==> src/hdl/ras_params.svh <==
`ifndef RAS_PARAMS_SVH
`define RAS_PARAMS_SVH

// Return address stack geometry

// Number of stack entries, power of two, at least 2
`define RAS_DEPTH 8

// Instruction address width
`define RAS_ADDR_W 32

// Hit and miss counter width
`define RAS_CNT_W 16

// Return instruction encodings
`define RAS_RET_C_JR 32'h8082
`define RAS_RET_JALR 32'h8067

// Link register used by calls
`define RAS_LINK_RD 5'd1

`endif

==> src/hdl/ras_pkg.sv <==
`default_nettype none

`include "ras_params.svh"

package ras_pkg;

  typedef enum logic [1:0] {
    op_none,
    op_call,
    op_ret
  } ras_op_e;

  // Resolved branch as reported by the core
  typedef struct packed {
    logic [31:0]             instr;
    logic                    jal;
    logic [4:0]              rd;
    logic [`RAS_ADDR_W-1:0]  next_addr;
    logic [`RAS_ADDR_W-1:0]  target;
  } branch_info_t;

  // Next_addr for a call, target for a return
  typedef struct packed {
    ras_op_e                op;
    logic [`RAS_ADDR_W-1:0] addr;
  } ras_event_t;

  typedef struct packed {
    ras_event_t             ev;
    logic [`RAS_ADDR_W-1:0] predicted;
    logic                   had_entry;
  } ras_pop_t;

  typedef enum logic [1:0] {
    kind_call,
    kind_hit,
    kind_miss,
    kind_underflow
  } ras_kind_e;

  typedef struct packed {
    ras_kind_e              kind;
    logic [`RAS_ADDR_W-1:0] predicted;
    logic [`RAS_ADDR_W-1:0] actual;
  } ras_report_t;

  // Holds 0 up to RAS_DEPTH
  typedef logic [$clog2(`RAS_DEPTH + 1)-1:0] ras_count_t;

  typedef struct packed {
    logic       full;
    logic       empty;
    ras_count_t count;
  } ras_status_t;

endpackage

`default_nettype wire

==> src/hdl/ras_call_decode.sv <==
`timescale 1ns/1ps
`default_nettype none

`include "ras_params.svh"

module ras_call_decode (
  input  logic                  clk,
  input  logic                  reset,
  input  logic                  br_valid,
  input  ras_pkg::branch_info_t br,
  output logic                  ev_valid,
  output ras_pkg::ras_event_t   ev
);

  logic                   is_call;
  logic                   is_ret;
  ras_pkg::ras_op_e       op_next;
  logic [`RAS_ADDR_W-1:0] addr_next;

  // Taken jal writing the link register
  assign is_call = br.jal && (br.rd == `RAS_LINK_RD);

  // c.jr ra or jalr x0, 0(ra)
  assign is_ret = (br.instr == `RAS_RET_C_JR) || (br.instr == `RAS_RET_JALR);

  // Call rule takes priority
  always_comb begin
    op_next   = ras_pkg::op_none;
    addr_next = br.target;
    if (is_call) begin
      op_next   = ras_pkg::op_call;
      addr_next = br.next_addr;
    end else if (is_ret) begin
      op_next   = ras_pkg::op_ret;
      addr_next = br.target;
    end
  end

  always_ff @(posedge clk) begin
    if (reset) begin
      ev_valid <= 1'b0;
    end else begin
      ev_valid <= br_valid && (op_next != ras_pkg::op_none);
    end
  end

  always_ff @(posedge clk) begin
    if (br_valid) begin
      ev.op   <= op_next;
      ev.addr <= addr_next;
    end
  end

endmodule

`default_nettype wire

==> src/hdl/ras_result.sv <==
`timescale 1ns/1ps
`default_nettype none

`include "ras_params.svh"

module ras_result (
  input  logic                  clk,
  input  logic                  reset,
  input  logic                  pop_valid,
  input  ras_pkg::ras_pop_t     pop,
  output logic                  report_valid,
  output ras_pkg::ras_report_t  report,
  output logic [`RAS_CNT_W-1:0] hit_count,
  output logic [`RAS_CNT_W-1:0] miss_count
);

  ras_pkg::ras_kind_e     kind_next;
  logic [`RAS_ADDR_W-1:0] predicted_next;
  logic                   is_hit;
  logic                   is_miss;

  always_comb begin
    kind_next      = ras_pkg::kind_call;
    predicted_next = '0;
    if (pop.ev.op == ras_pkg::op_ret) begin
      predicted_next = pop.predicted;
      if (!pop.had_entry) begin
        kind_next = ras_pkg::kind_underflow;
      end else if (pop.predicted == pop.ev.addr) begin
        kind_next = ras_pkg::kind_hit;
      end else begin
        kind_next = ras_pkg::kind_miss;
      end
    end
  end

  assign is_hit  = pop_valid && (kind_next == ras_pkg::kind_hit);

  // Underflow counts as a miss
  assign is_miss = pop_valid &&
                   ((kind_next == ras_pkg::kind_miss) ||
                    (kind_next == ras_pkg::kind_underflow));

  always_ff @(posedge clk) begin
    if (reset) begin
      report_valid <= 1'b0;
    end else begin
      report_valid <= pop_valid;
    end
  end

  always_ff @(posedge clk) begin
    if (pop_valid) begin
      report.kind      <= kind_next;
      report.predicted <= predicted_next;
      report.actual    <= pop.ev.addr;
    end
  end

  // Free-running counters, wrap on overflow
  always_ff @(posedge clk) begin
    if (reset) begin
      hit_count  <= '0;
      miss_count <= '0;
    end else begin
      if (is_hit) begin
        hit_count <= hit_count + 1'b1;
      end
      if (is_miss) begin
        miss_count <= miss_count + 1'b1;
      end
    end
  end

endmodule

`default_nettype wire

==> src/hdl/ras_stack.sv <==
`timescale 1ns/1ps
`default_nettype none

`include "ras_params.svh"

module ras_stack (
  input  logic                 clk,
  input  logic                 reset,
  input  logic                 ev_valid,
  input  ras_pkg::ras_event_t  ev,
  output logic                 pop_valid,
  output ras_pkg::ras_pop_t    pop,
  output ras_pkg::ras_status_t status
);

  localparam int PTR_W = $clog2(`RAS_DEPTH);

  logic [`RAS_ADDR_W-1:0] entries [`RAS_DEPTH];
  logic [PTR_W-1:0]       top;
  logic [PTR_W-1:0]       top_up;
  ras_pkg::ras_count_t    count;

  logic is_push;
  logic is_pop;
  logic stack_full;
  logic stack_empty;

  assign stack_full  = (count == ras_pkg::ras_count_t'(`RAS_DEPTH));
  assign stack_empty = (count == '0);

  assign is_push = ev_valid && (ev.op == ras_pkg::op_call);
  assign is_pop  = ev_valid && (ev.op == ras_pkg::op_ret) && !stack_empty;

  // Wraps onto the oldest entry when full
  assign top_up = top + 1'b1;

  always_ff @(posedge clk) begin
    if (reset) begin
      top   <= '0;
      count <= '0;
    end else if (is_push) begin
      top <= top_up;
      if (!stack_full) begin
        count <= count + 1'b1;
      end
    end else if (is_pop) begin
      top   <= top - 1'b1;
      count <= count - 1'b1;
    end
  end

  always_ff @(posedge clk) begin
    if (is_push) begin
      entries[top_up] <= ev.addr;
    end
  end

  // Every event goes on to the result stage, calls included
  always_ff @(posedge clk) begin
    if (reset) begin
      pop_valid <= 1'b0;
    end else begin
      pop_valid <= ev_valid;
    end
  end

  always_ff @(posedge clk) begin
    if (ev_valid) begin
      pop.ev        <= ev;
      pop.had_entry <= is_pop;
      if (is_pop) begin
        pop.predicted <= entries[top];
      end else begin
        pop.predicted <= '0;
      end
    end
  end

  always_comb begin
    status.full  = stack_full;
    status.empty = stack_empty;
    status.count = count;
  end

endmodule

`default_nettype wire

==> src/hdl/ras_top.sv <==
`timescale 1ns/1ps
`default_nettype none

`include "ras_params.svh"

module ras_top (
  input  logic                  clk,
  input  logic                  reset,
  input  logic                  br_valid,
  input  ras_pkg::branch_info_t br,
  output logic                  report_valid,
  output ras_pkg::ras_report_t  report,
  output ras_pkg::ras_status_t  status,
  output logic [`RAS_CNT_W-1:0] hit_count,
  output logic [`RAS_CNT_W-1:0] miss_count
);

  logic                ev_valid;
  ras_pkg::ras_event_t ev;
  logic                pop_valid;
  ras_pkg::ras_pop_t   pop;

  // Branch classification
  ras_call_decode u_decode (
    .clk      (clk),
    .reset    (reset),
    .br_valid (br_valid),
    .br       (br),
    .ev_valid (ev_valid),
    .ev       (ev)
  );

  ras_stack u_stack (
    .clk       (clk),
    .reset     (reset),
    .ev_valid  (ev_valid),
    .ev        (ev),
    .pop_valid (pop_valid),
    .pop       (pop),
    .status    (status)
  );

  // Report and hit/miss counters
  ras_result u_result (
    .clk          (clk),
    .reset        (reset),
    .pop_valid    (pop_valid),
    .pop          (pop),
    .report_valid (report_valid),
    .report       (report),
    .hit_count    (hit_count),
    .miss_count   (miss_count)
  );

endmodule

`default_nettype wire

==> config.mk <==
export PLATFORM = sky130hd
export DESIGN_NAME = ras_top
export DESIGN_NICKNAME = d
export VERILOG_FILES = /design/src/hdl/ras_pkg.sv /design/src/hdl/ras_call_decode.sv /design/src/hdl/ras_result.sv /design/src/hdl/ras_stack.sv /design/src/hdl/ras_top.sv
export VERILOG_INCLUDE_DIRS = /design/src /design/src/hdl
export SDC_FILE = /design/constraint.sdc
export NUM_CORES = 1
export LEC_CHECK = 0
export ABC_AREA = 1
export ABC_CLOCK_PERIOD_IN_PS = 6130
export BUFFER_PORTS_ARGS = -buffer_cell sky130_fd_sc_hd__buf_2
export CAP_MARGIN = 20
export CORE_MARGIN = 5
export CORE_UTILIZATION = 40
export DETAILED_ROUTE_END_ITERATION = 10
export GPL_ROUTABILITY_DRIVEN = 0
export SYNTH_ARGS = -nofsm -noshare
export SYNTH_HDL_FRONTEND = slang
export SYNTH_SLANG_ARGS = --single-unit
==> constraint.sdc <==
create_clock -name clk -period 6.13 [get_ports clk]
set_clock_uncertainty 0.15 [all_clocks]
set_input_delay 1.839 -clock clk [delete_from_list [all_inputs] [get_ports clk]]
set_output_delay 1.839 -clock clk [all_outputs]
set_load 0.02 [all_outputs]
==> flow_summary_export.csv, run 1 <==
group,metric,value,unit
status,status,"finished, final reports clean",
cts,cts_tree,"built",
grt,grt_pass1_wl,69.3,mm
final_layout,antenna_cells,0,
timing,period_needed,3.54,ns
setup_path,critPathKind,"reg2out",
drt,drt_iter0_markers,926,
setup_path,critPathCapture,"status[4]",
job,maxCapViolCount,0,
yosys,yosys_warnings,0,
yosys,synthCells,1658,
yosys,synth_nets,1770,
timing,clock.fmax,283,MHz
setup_path,r2r_slack,3.01,ns
grt,track_usage,16.6,%
setup_path,start_kind,"flip-flop",
final_layout,drive_gt1_share,19.2,%
pwr,powerDensity,292,nW/µm²
grt,overflow,0,
floorplan,core_area,47500,µm²
grt,grt_pass1_vias,12000,
cts,clockBufferDepth,3,
drt,ant_nets,0,
floorplan,fp.dieH,229,µm
yosys,synth_seq_area_share,70.7,%
final_layout,fin_util,47.1,%
cts,path_clk_slew,0.06,ns
cts,root_buffer,"clkbuf_16",
drt,vias,12500,
setup_path,cp.required,4.14,ns
timing,slew_violations,0,
setup_path,cp-startpoint,"u_stack.count[1]",
pwr,p_clk_share,44.9,%
yosys,synthArstFlopShare,0,%
setup_path,cpPeakStageDelay,0.36,ns
pwr,internal_power,0.00527,W
placed_design,place_area,20800,µm²
setup_path,r2r.worst_path.cells,6,
setup_path,reg2reg_to,"u_stack.entries[0][9]",
yosys,synth_adder_area_share,0.497,%
yosys,ys_ff_latch,465,
worst_hold_path,hp-class,"reg2reg",
drt,firstDrtPassIters,7,
setup_path,crit_slowest_cell,"dfxtp_1",
yosys,synth_top_family_by_area,"simple AND/OR/NAND/NOR gates",
timing,grt_setup_unrepaired,"false",
cts,clock-sinks,465,
setup_path,end_kind,"output port",
pwr,p_seq_share,54.1,%
yosys,avgSynthCellArea,11.6,µm²
pwr,ir_worst_vdd,0.000184,V
setup_path,crit_chain,"nor3_1 > nand2_1 > inv_1 > buf_2",
pwr,switching_share,19.4,%
yosys,synthFlopType,"edfxtp_1",
yosys,synth_top_cell_by_area,"edfxtp_1",
timing,fin_setup_tns,0,ns
timing,hold_viol,0,
grt,grt_max_degree,103,
final_layout,ff_latch_area,13600,µm²
floorplan,fp.dieW,229,µm
drt,wl_per_cell,17.9,µm
cts,cts-htree-levels,2,
timing,min_period_over_period,57.7,%
placed_design,portBuffers,209,
yosys,syn_area,19200,µm²
floorplan,start_util,40.3,%
yosys,ys_types,38,
final_layout,final_nets,1973,
setup_path,path_depth,4,
final_layout,multiInputGateArea,4710,µm²
final_layout,fillCellCount,4282,
final_layout,area_growth,16.9,%
cts,cts_resized,0,
drt,totalWireLength,44.8,mm
timing,max-slew-margin-rel,32.6,%
cts,cts_setup_buffers,0,
yosys,synth_compound_area_share,8.24,%
floorplan,rows,80,
final_layout,final_cells,2512,
pwr,leakage,8.33,nW
yosys,yosysMostFrequentCell,"edfxtp_1",
yosys,synth.area.mux_share,0,%
setup_path,critPathBufInv,2,
yosys,yosys.area.top_type_share,66.3,%
yosys,synthTopCellsByCount,"423 x edfxtp_1, 292 x nand2_1, 257 x nor2_1",
setup_path,timing.rr.start,"u_stack.top[1]",
cts,cts_hold_buffers,0,
drt,viasPerCell,4.98,
pwr,switchingPower,0.00127,W
setup_path,critPathTopFamily,"simple AND/OR/NAND/NOR gates",
drt,drcViolationCount,0,
yosys,synth-xor-area-share,1.78,%
yosys,synthTopCellsByArea,"edfxtp_1 66%, nand2_1 5.7%, nor2_1 5.0%, dfxtp_1 4.4%, o21ai_0 3.6%",
yosys,synth_edf_count,423,
cts,worst_skew_pair.late_latency,0.58,ns
yosys,synthSimpleGateAreaFrac,13.9,%
pwr,combinationalPowerShare,1.0,%
final_layout,finish.instance_area,22400,µm²
floorplan,die_area,52400,µm²
placed_design,dpl.hpwl,28.4,mm
grt,antenna_found_initial,0,
timing,worst_pin_slew,1.01,ns
setup_path,path_max_fanout,5,
cts,cts-buffers-inserted,49,
placed_design,dp_cells,2424,
setup_path,cp.arrival,1.55,ns
floorplan,pin_count,210,
timing,final-setup-viol-count,0,
==> how the worst min path moves through the flow <==
stage / end / cells past startpoint / start / slack [ns]
3_3_place_gp: u_result.report[22] / 0 / u_stack.pop[55] / 0.31
3_5_place_dp: u_result.report[13] / 0 / u_stack.pop[46] / 0.33
5_1_grt: u_result.report[13] / 0 / u_stack.pop[46] / 0.35
6_report: u_result.hit_count[14] / 2 / u_result.hit_count[14] / 0.34
4_1_cts: u_stack.pop_valid / 2 / u_decode.ev_valid / 0.33
2_1_floorplan: u_stack.pop[65] / 0 / u_decode.ev[32] / 0.28
==> area by class of cell <==
| class | count | share of cell area (%) |
|---|---|---|
| Sequential cell | 465 | 60.5 |
| Multi-Input combinational cell | 968 | 21.0 |
| Clock buffer | 56 | 5.60 |
| Timing Repair Buffer | 229 | 5.43 |
| Tap cell | 615 | 3.44 |
| Inverter | 148 | 2.48 |
| Clock inverter | 31 | 1.48 |
==> placed cells by master, fill, tap and decap left out, types with 19 or more instances in the layout <==
master     count
edfxtp_1     423
nand2_1      292
nor2_1       249
buf_2        209
o21ai_0      136
inv_1        124
o22ai_1       65
clkbuf_16     49
dfxtp_1       38
nand3_1       34
a211oi_1      33
a21oi_1       28
nand4_1       22
xnor2_1       20
inv_2         20
xor2_1        19
buf_4         19
==> worst register-to-register path, stage by stage (launching register included) <==
cell and delay [ns]:
dfxtp_1 0.32, buf_4 0.59, ha_1 0.30, xnor2_1 0.16
nand2_1 0.14, nor2_2 0.65, buf_4 0.45
==> flip-flops by register name, summed over array words and instances, names as in the netlist <==
| register | flops |
|---|---|
| u_decode.ev_valid | 1 |
| u_stack.top | 3 |
| u_result.miss_count | 16 |
| u_stack.entries | 256 |
| u_result.hit_count | 16 |
| u_stack.count | 4 |
| u_stack.pop | 67 |
| u_decode.ev | 34 |
| u_result.report_valid | 1 |
| u_result.report | 66 |
| u_stack.pop_valid | 1 |
==> power groups by stage <==
| stage | registers, W | logic, W | clock network, W |
|---|---|---|---|
| global placement | 0.00361 | 0.0000654 | 0 |
| CTS | 0.00354 | 0.0000675 | 0.00301 |
| finish | 0.00354 | 0.0000665 | 0.00293 |
| floorplan | 0.00358 | 0.0000217 | 0 |
| global route | 0.00355 | 0.0000758 | 0.00314 |
| detailed placement | 0.00361 | 0.0000673 | 0 |
==> routing by layer <==
layer | vias to the layer above | wire (µm) | global-route usage (%)
met5 | - | 0 | 0
met4 | 0 | 1050 | 5.34
met3 | 72 | 2320 | 2.78
met2 | 311 | 20600 | 26.1
met1 | 5985 | 20900 | 23.8
li1 | 6132 | - | -
==> through the flow <==
stage	hold WS (ns)	setup WS, ns	power [W]
6_report	0.337	2.59	0.00654
5_1_grt	0.350	2.42	0.00676
4_1_cts	0.330	2.55	0.00662
3_5_place_dp	0.326	1.95	0.00368
3_3_place_gp	0.314	2.00	0.00367
2_1_floorplan	0.276	1.64	0.00360
==> kinds of logic (layout without fill, tap and decap cells) <==
kind of cell,Yosys count,after routing
and+or+nand+nor,648,648
DFF,465,465
AOI/OAI and AO/OA,274,274
buffers and inverters,225,464
xor gates and xnor gates,39,39
adders and majority gates,7,7
(Power assumes the default switching activity.)
==> run 2: changes to the inputs <==
--- a/config.mk
+++ b/config.mk
@@ -6,8 +6,8 @@
 export SDC_FILE = /design/constraint.sdc
 export NUM_CORES = 1
 export LEC_CHECK = 0
-export ABC_AREA = 1
-export ABC_CLOCK_PERIOD_IN_PS = 6130
+export ABC_AREA = 0
+export ABC_CLOCK_PERIOD_IN_PS = 3000
 export BUFFER_PORTS_ARGS = -buffer_cell sky130_fd_sc_hd__buf_2
 export CAP_MARGIN = 20
 export CORE_MARGIN = 5
==> constraint.sdc (replaced) <==
create_clock -name clk -period 3 [get_ports clk]
set_clock_uncertainty 0.15 [all_clocks]
set_input_delay 0.9 -clock clk [delete_from_list [all_inputs] [get_ports clk]]
set_output_delay 0.9 -clock clk [all_outputs]
set_load 0.02 [all_outputs]
==> run 2 against run 1 <==
Critical path depth grew 3. Core utilization grew 1.6 points. Combinational power grew 110%. Power grew 100%. Clock power grew 96%. Flip-flop and latch count is the same. Largest power group unchanged.
==> flow_summary_export.csv, run 2 <==
group,metric,value,unit
status,status,"finished, final reports clean",
pwr,powerDensity,607,nW/µm²
placed_design,place_area,20000,µm²
floorplan,start_util,40.4,%
floorplan,fp.dieH,221,µm
drt,drt_iter0_markers,808,
setup_path,start_kind,"flip-flop",
yosys,synth_nets,1142,
drt,dr_wl_met3,2.33,mm
drt,vias,9803,
timing,hold_viol,0,
final_layout,antenna_cells,0,
drt,firstDrtPassIters,5,
worst_hold_path,whs_endpoint,"u_result.report[7]",
pwr,leakage,7.41,nW
grt,grt_pass1_wl,62.9,mm
timing,setup_slack,0.0970,ns
yosys,synthTopCellsByCount,"423 x edfxtp_1, 115 x nand2_1, 64 x mux4_2",
placed_design,dp_worst_setup_slack,-0.0364,ns
yosys,synthArstFlopShare,0,%
floorplan,rows,77,
floorplan,core_area,44200,µm²
final_layout,finish.instance_area,21500,µm²
yosys,synth_top_cell_by_area,"edfxtp_1",
cts,clock-sinks,465,
grt,grt_max_degree,69,
setup_path,r2r.worst_path.cells,7,
final_layout,largest_reg_flops,256,
setup_path,path_max_fanout,11,
cts,worst_skew_pair.late_latency,0.58,ns
timing,min_period_over_period,96.8,%
floorplan,fp.dieW,221,µm
yosys,syn_area,17900,µm²
final_layout,final_common_cell,"edfxtp_1",
pwr,switchingPower,0.00257,W
drt,drcViolationCount,0,
drt,wl_per_cell,22.0,µm
pwr,internal_power,0.0105,W
cts,clockBufferDepth,3,
setup_path,end_kind,"flip-flop",
floorplan,die_area,49000,µm²
yosys,avgSynthCellArea,17.3,µm²
yosys,synthFlopType,"edfxtp_1",
setup_path,r2r_slack,0.1,ns
timing,slew_violations,0,
cts,cts_tree,"built",
cts,root_buffer,"clkbuf_16",
setup_path,reg2reg_to,"u_result.hit_count[15]",
yosys,yosys_warnings,0,
final_layout,mostFrequentLayoutCells,"423 x edfxtp_1, 209 x buf_2, 115 x nand2_1",
yosys,synthCells,1030,
grt,antenna_found_initial,1,
worst_hold_path,hp-start,"u_stack.pop[40]",
final_layout,top_register,"u_stack.entries",
final_layout,fillCellCount,3727,
timing,max-slew-margin-rel,30.9,%
cts,cts-htree-levels,2,
final_layout,top_regs,"u_stack.entries (256), u_stack.pop (67), u_result.report (66)",
yosys,synth_seq_area_share,75.8,%
yosys,yosysMostFrequentCell,"edfxtp_1",
yosys,yosys.area.top_type_share,71.1,%
setup_path,cp.required,3.35,ns
cts,cts-buffers-inserted,47,
drt,met1_length,18.6,mm
pwr,ir_worst_vdd,0.000366,V
setup_path,timing.rr.start,"u_stack.pop[48]",
timing,clock.fmax,344,MHz
yosys,ys_ff_latch,465,
setup_path,cp.arrival,3.25,ns
timing,period_needed,2.90,ns
drt,wl_met2,20.4,mm
timing,worst_pin_slew,1.04,ns
placed_design,portBuffers,209,
grt,grt_pass1_vias,9876,
final_layout,fin_util,48.7,%
grt,track_usage,16.9,%
final_layout,drive_gt1_share,30.8,%
cts,path_clk_slew,0.06,ns
timing,grt_setup_unrepaired,"false",
yosys,synthTopCellsByArea,"edfxtp_1 71%, mux4_2 8.1%, dfxtp_1 4.7%, nand2_1 2.4%, mux2i_1 2.0%",
drt,totalWireLength,42.2,mm
pwr,p_seq_share,55.1,%
final_layout,area_growth,20.6,%
drt,viasPerCell,5.11,
yosys,synth_edf_count,423,
final_layout,final_nets,1400,
worst_hold_path,worstHoldPathCells,0,
job,maxCapViolCount,0,
timing,final-setup-viol-count,0,
drt,ant_nets,0,
pwr,p_clk_share,43.8,%
yosys,ys_types,42,
final_layout,multiInputGateArea,4250,µm²
final_layout,ff_latch_area,13600,µm²
grt,overflow,0,
setup_path,critPathKind,"reg2reg",
pwr,switching_share,19.6,%
worst_hold_path,hp-class,"reg2reg",
floorplan,pin_count,210,
placed_design,dpl.hpwl,26.6,mm
drt,routed.top_layer,"met4",
pwr,combinationalPowerShare,1.0,%
[run 2: kinds of logic after synthesis]
group                      count (synthesis)  share of synthesized area (%)
muxes                                    101                           10.2
xor gates and xnor gates                  43                           2.11
AOI/OAI and AO/OA                         63                           2.01
and+or+nand+nor                          297                           8.14
buffers and inverters                     54                           1.23
adders and majority gates                  7                          0.532
DFF                                      465                           75.8
[run 2: critical path: stages (launching register included)]
cell and delay [ns]:
edfxtp_1 0.40, xnor2_1 0.20, buf_4 0.14, nand4_1 0.20
or3_4 0.44, or4b_4 0.59, or4_1 0.54, a21oi_1 0.16
[run 2: what timing repair did]
action	4_1_cts	5_1_grt
gates cloned	1	0
gates resized for setup	2	4
hold buffers	0	0
pin swaps	2	2
setup buffers	2	1
setup endpoints to repair	5	9
[run 2: layout make-up]
| cell class | instances | share of cell area, % |
|---|---|---|
| flip-flops and latches | 465 | 63.0 |
| well taps | 592 | 3.44 |
| repair buffers | 253 | 6.80 |
| multi-input cells | 512 | 19.7 |
| clock buffers | 58 | 5.65 |
| inverters | 9 | 0.163 |
| clock inverters | 28 | 1.28 |
[run 2: stage by stage]
step	hold slack (ns)	TNS [ns]	cells	power [W]
floorplan	0.293	0	1030	0.00735
CTS	0.318	0	1916	0.0132
finish	0.314	0	1917	0.0131
global route	0.327	0	1917	0.0135
global placement	0.300	0	1827	0.00748
detailed placement	0.307	-0.0364	1827	0.00749
[run 2: worst max-delay path by stage]
| stage | start | to | slack (ns) | cells after the start |
|---|---|---|---|---|
| 3_5_place_dp | u_stack.pop[64] | u_result.hit_count[15] | -0.04 | 7 |
| 3_3_place_gp | u_stack.pop[64] | u_result.hit_count[15] | 0.02 | 7 |
| 4_1_cts | u_stack.pop[58] | u_result.hit_count[15] | 0.01 | 6 |
| 2_1_floorplan | u_stack.top[1] | u_stack.entries[1][0] | 0.005 | 6 |
| 6_report | u_stack.pop[48] | u_result.hit_count[15] | 0.1 | 7 |
| 5_1_grt | u_stack.pop[44] | u_result.hit_count[15] | 0.008 | 8 |
[run 2: power by group through the flow]
stage               registers (W)  logic (W)  clock network [W]
finish                    0.00721   0.000137            0.00573
global route              0.00722   0.000154            0.00616
CTS                       0.00721   0.000140            0.00588
detailed placement        0.00735   0.000139                  0
global placement          0.00735   0.000136                  0
floorplan                 0.00731  0.0000385                  0
[run 2: metal layers]
metal	vias to the layer above	GRT usage (%)
li1	4502	-
met1	4970	23.9
met2	275	27.4
met3	56	3.03
met4	0	4.46
met5	-	0
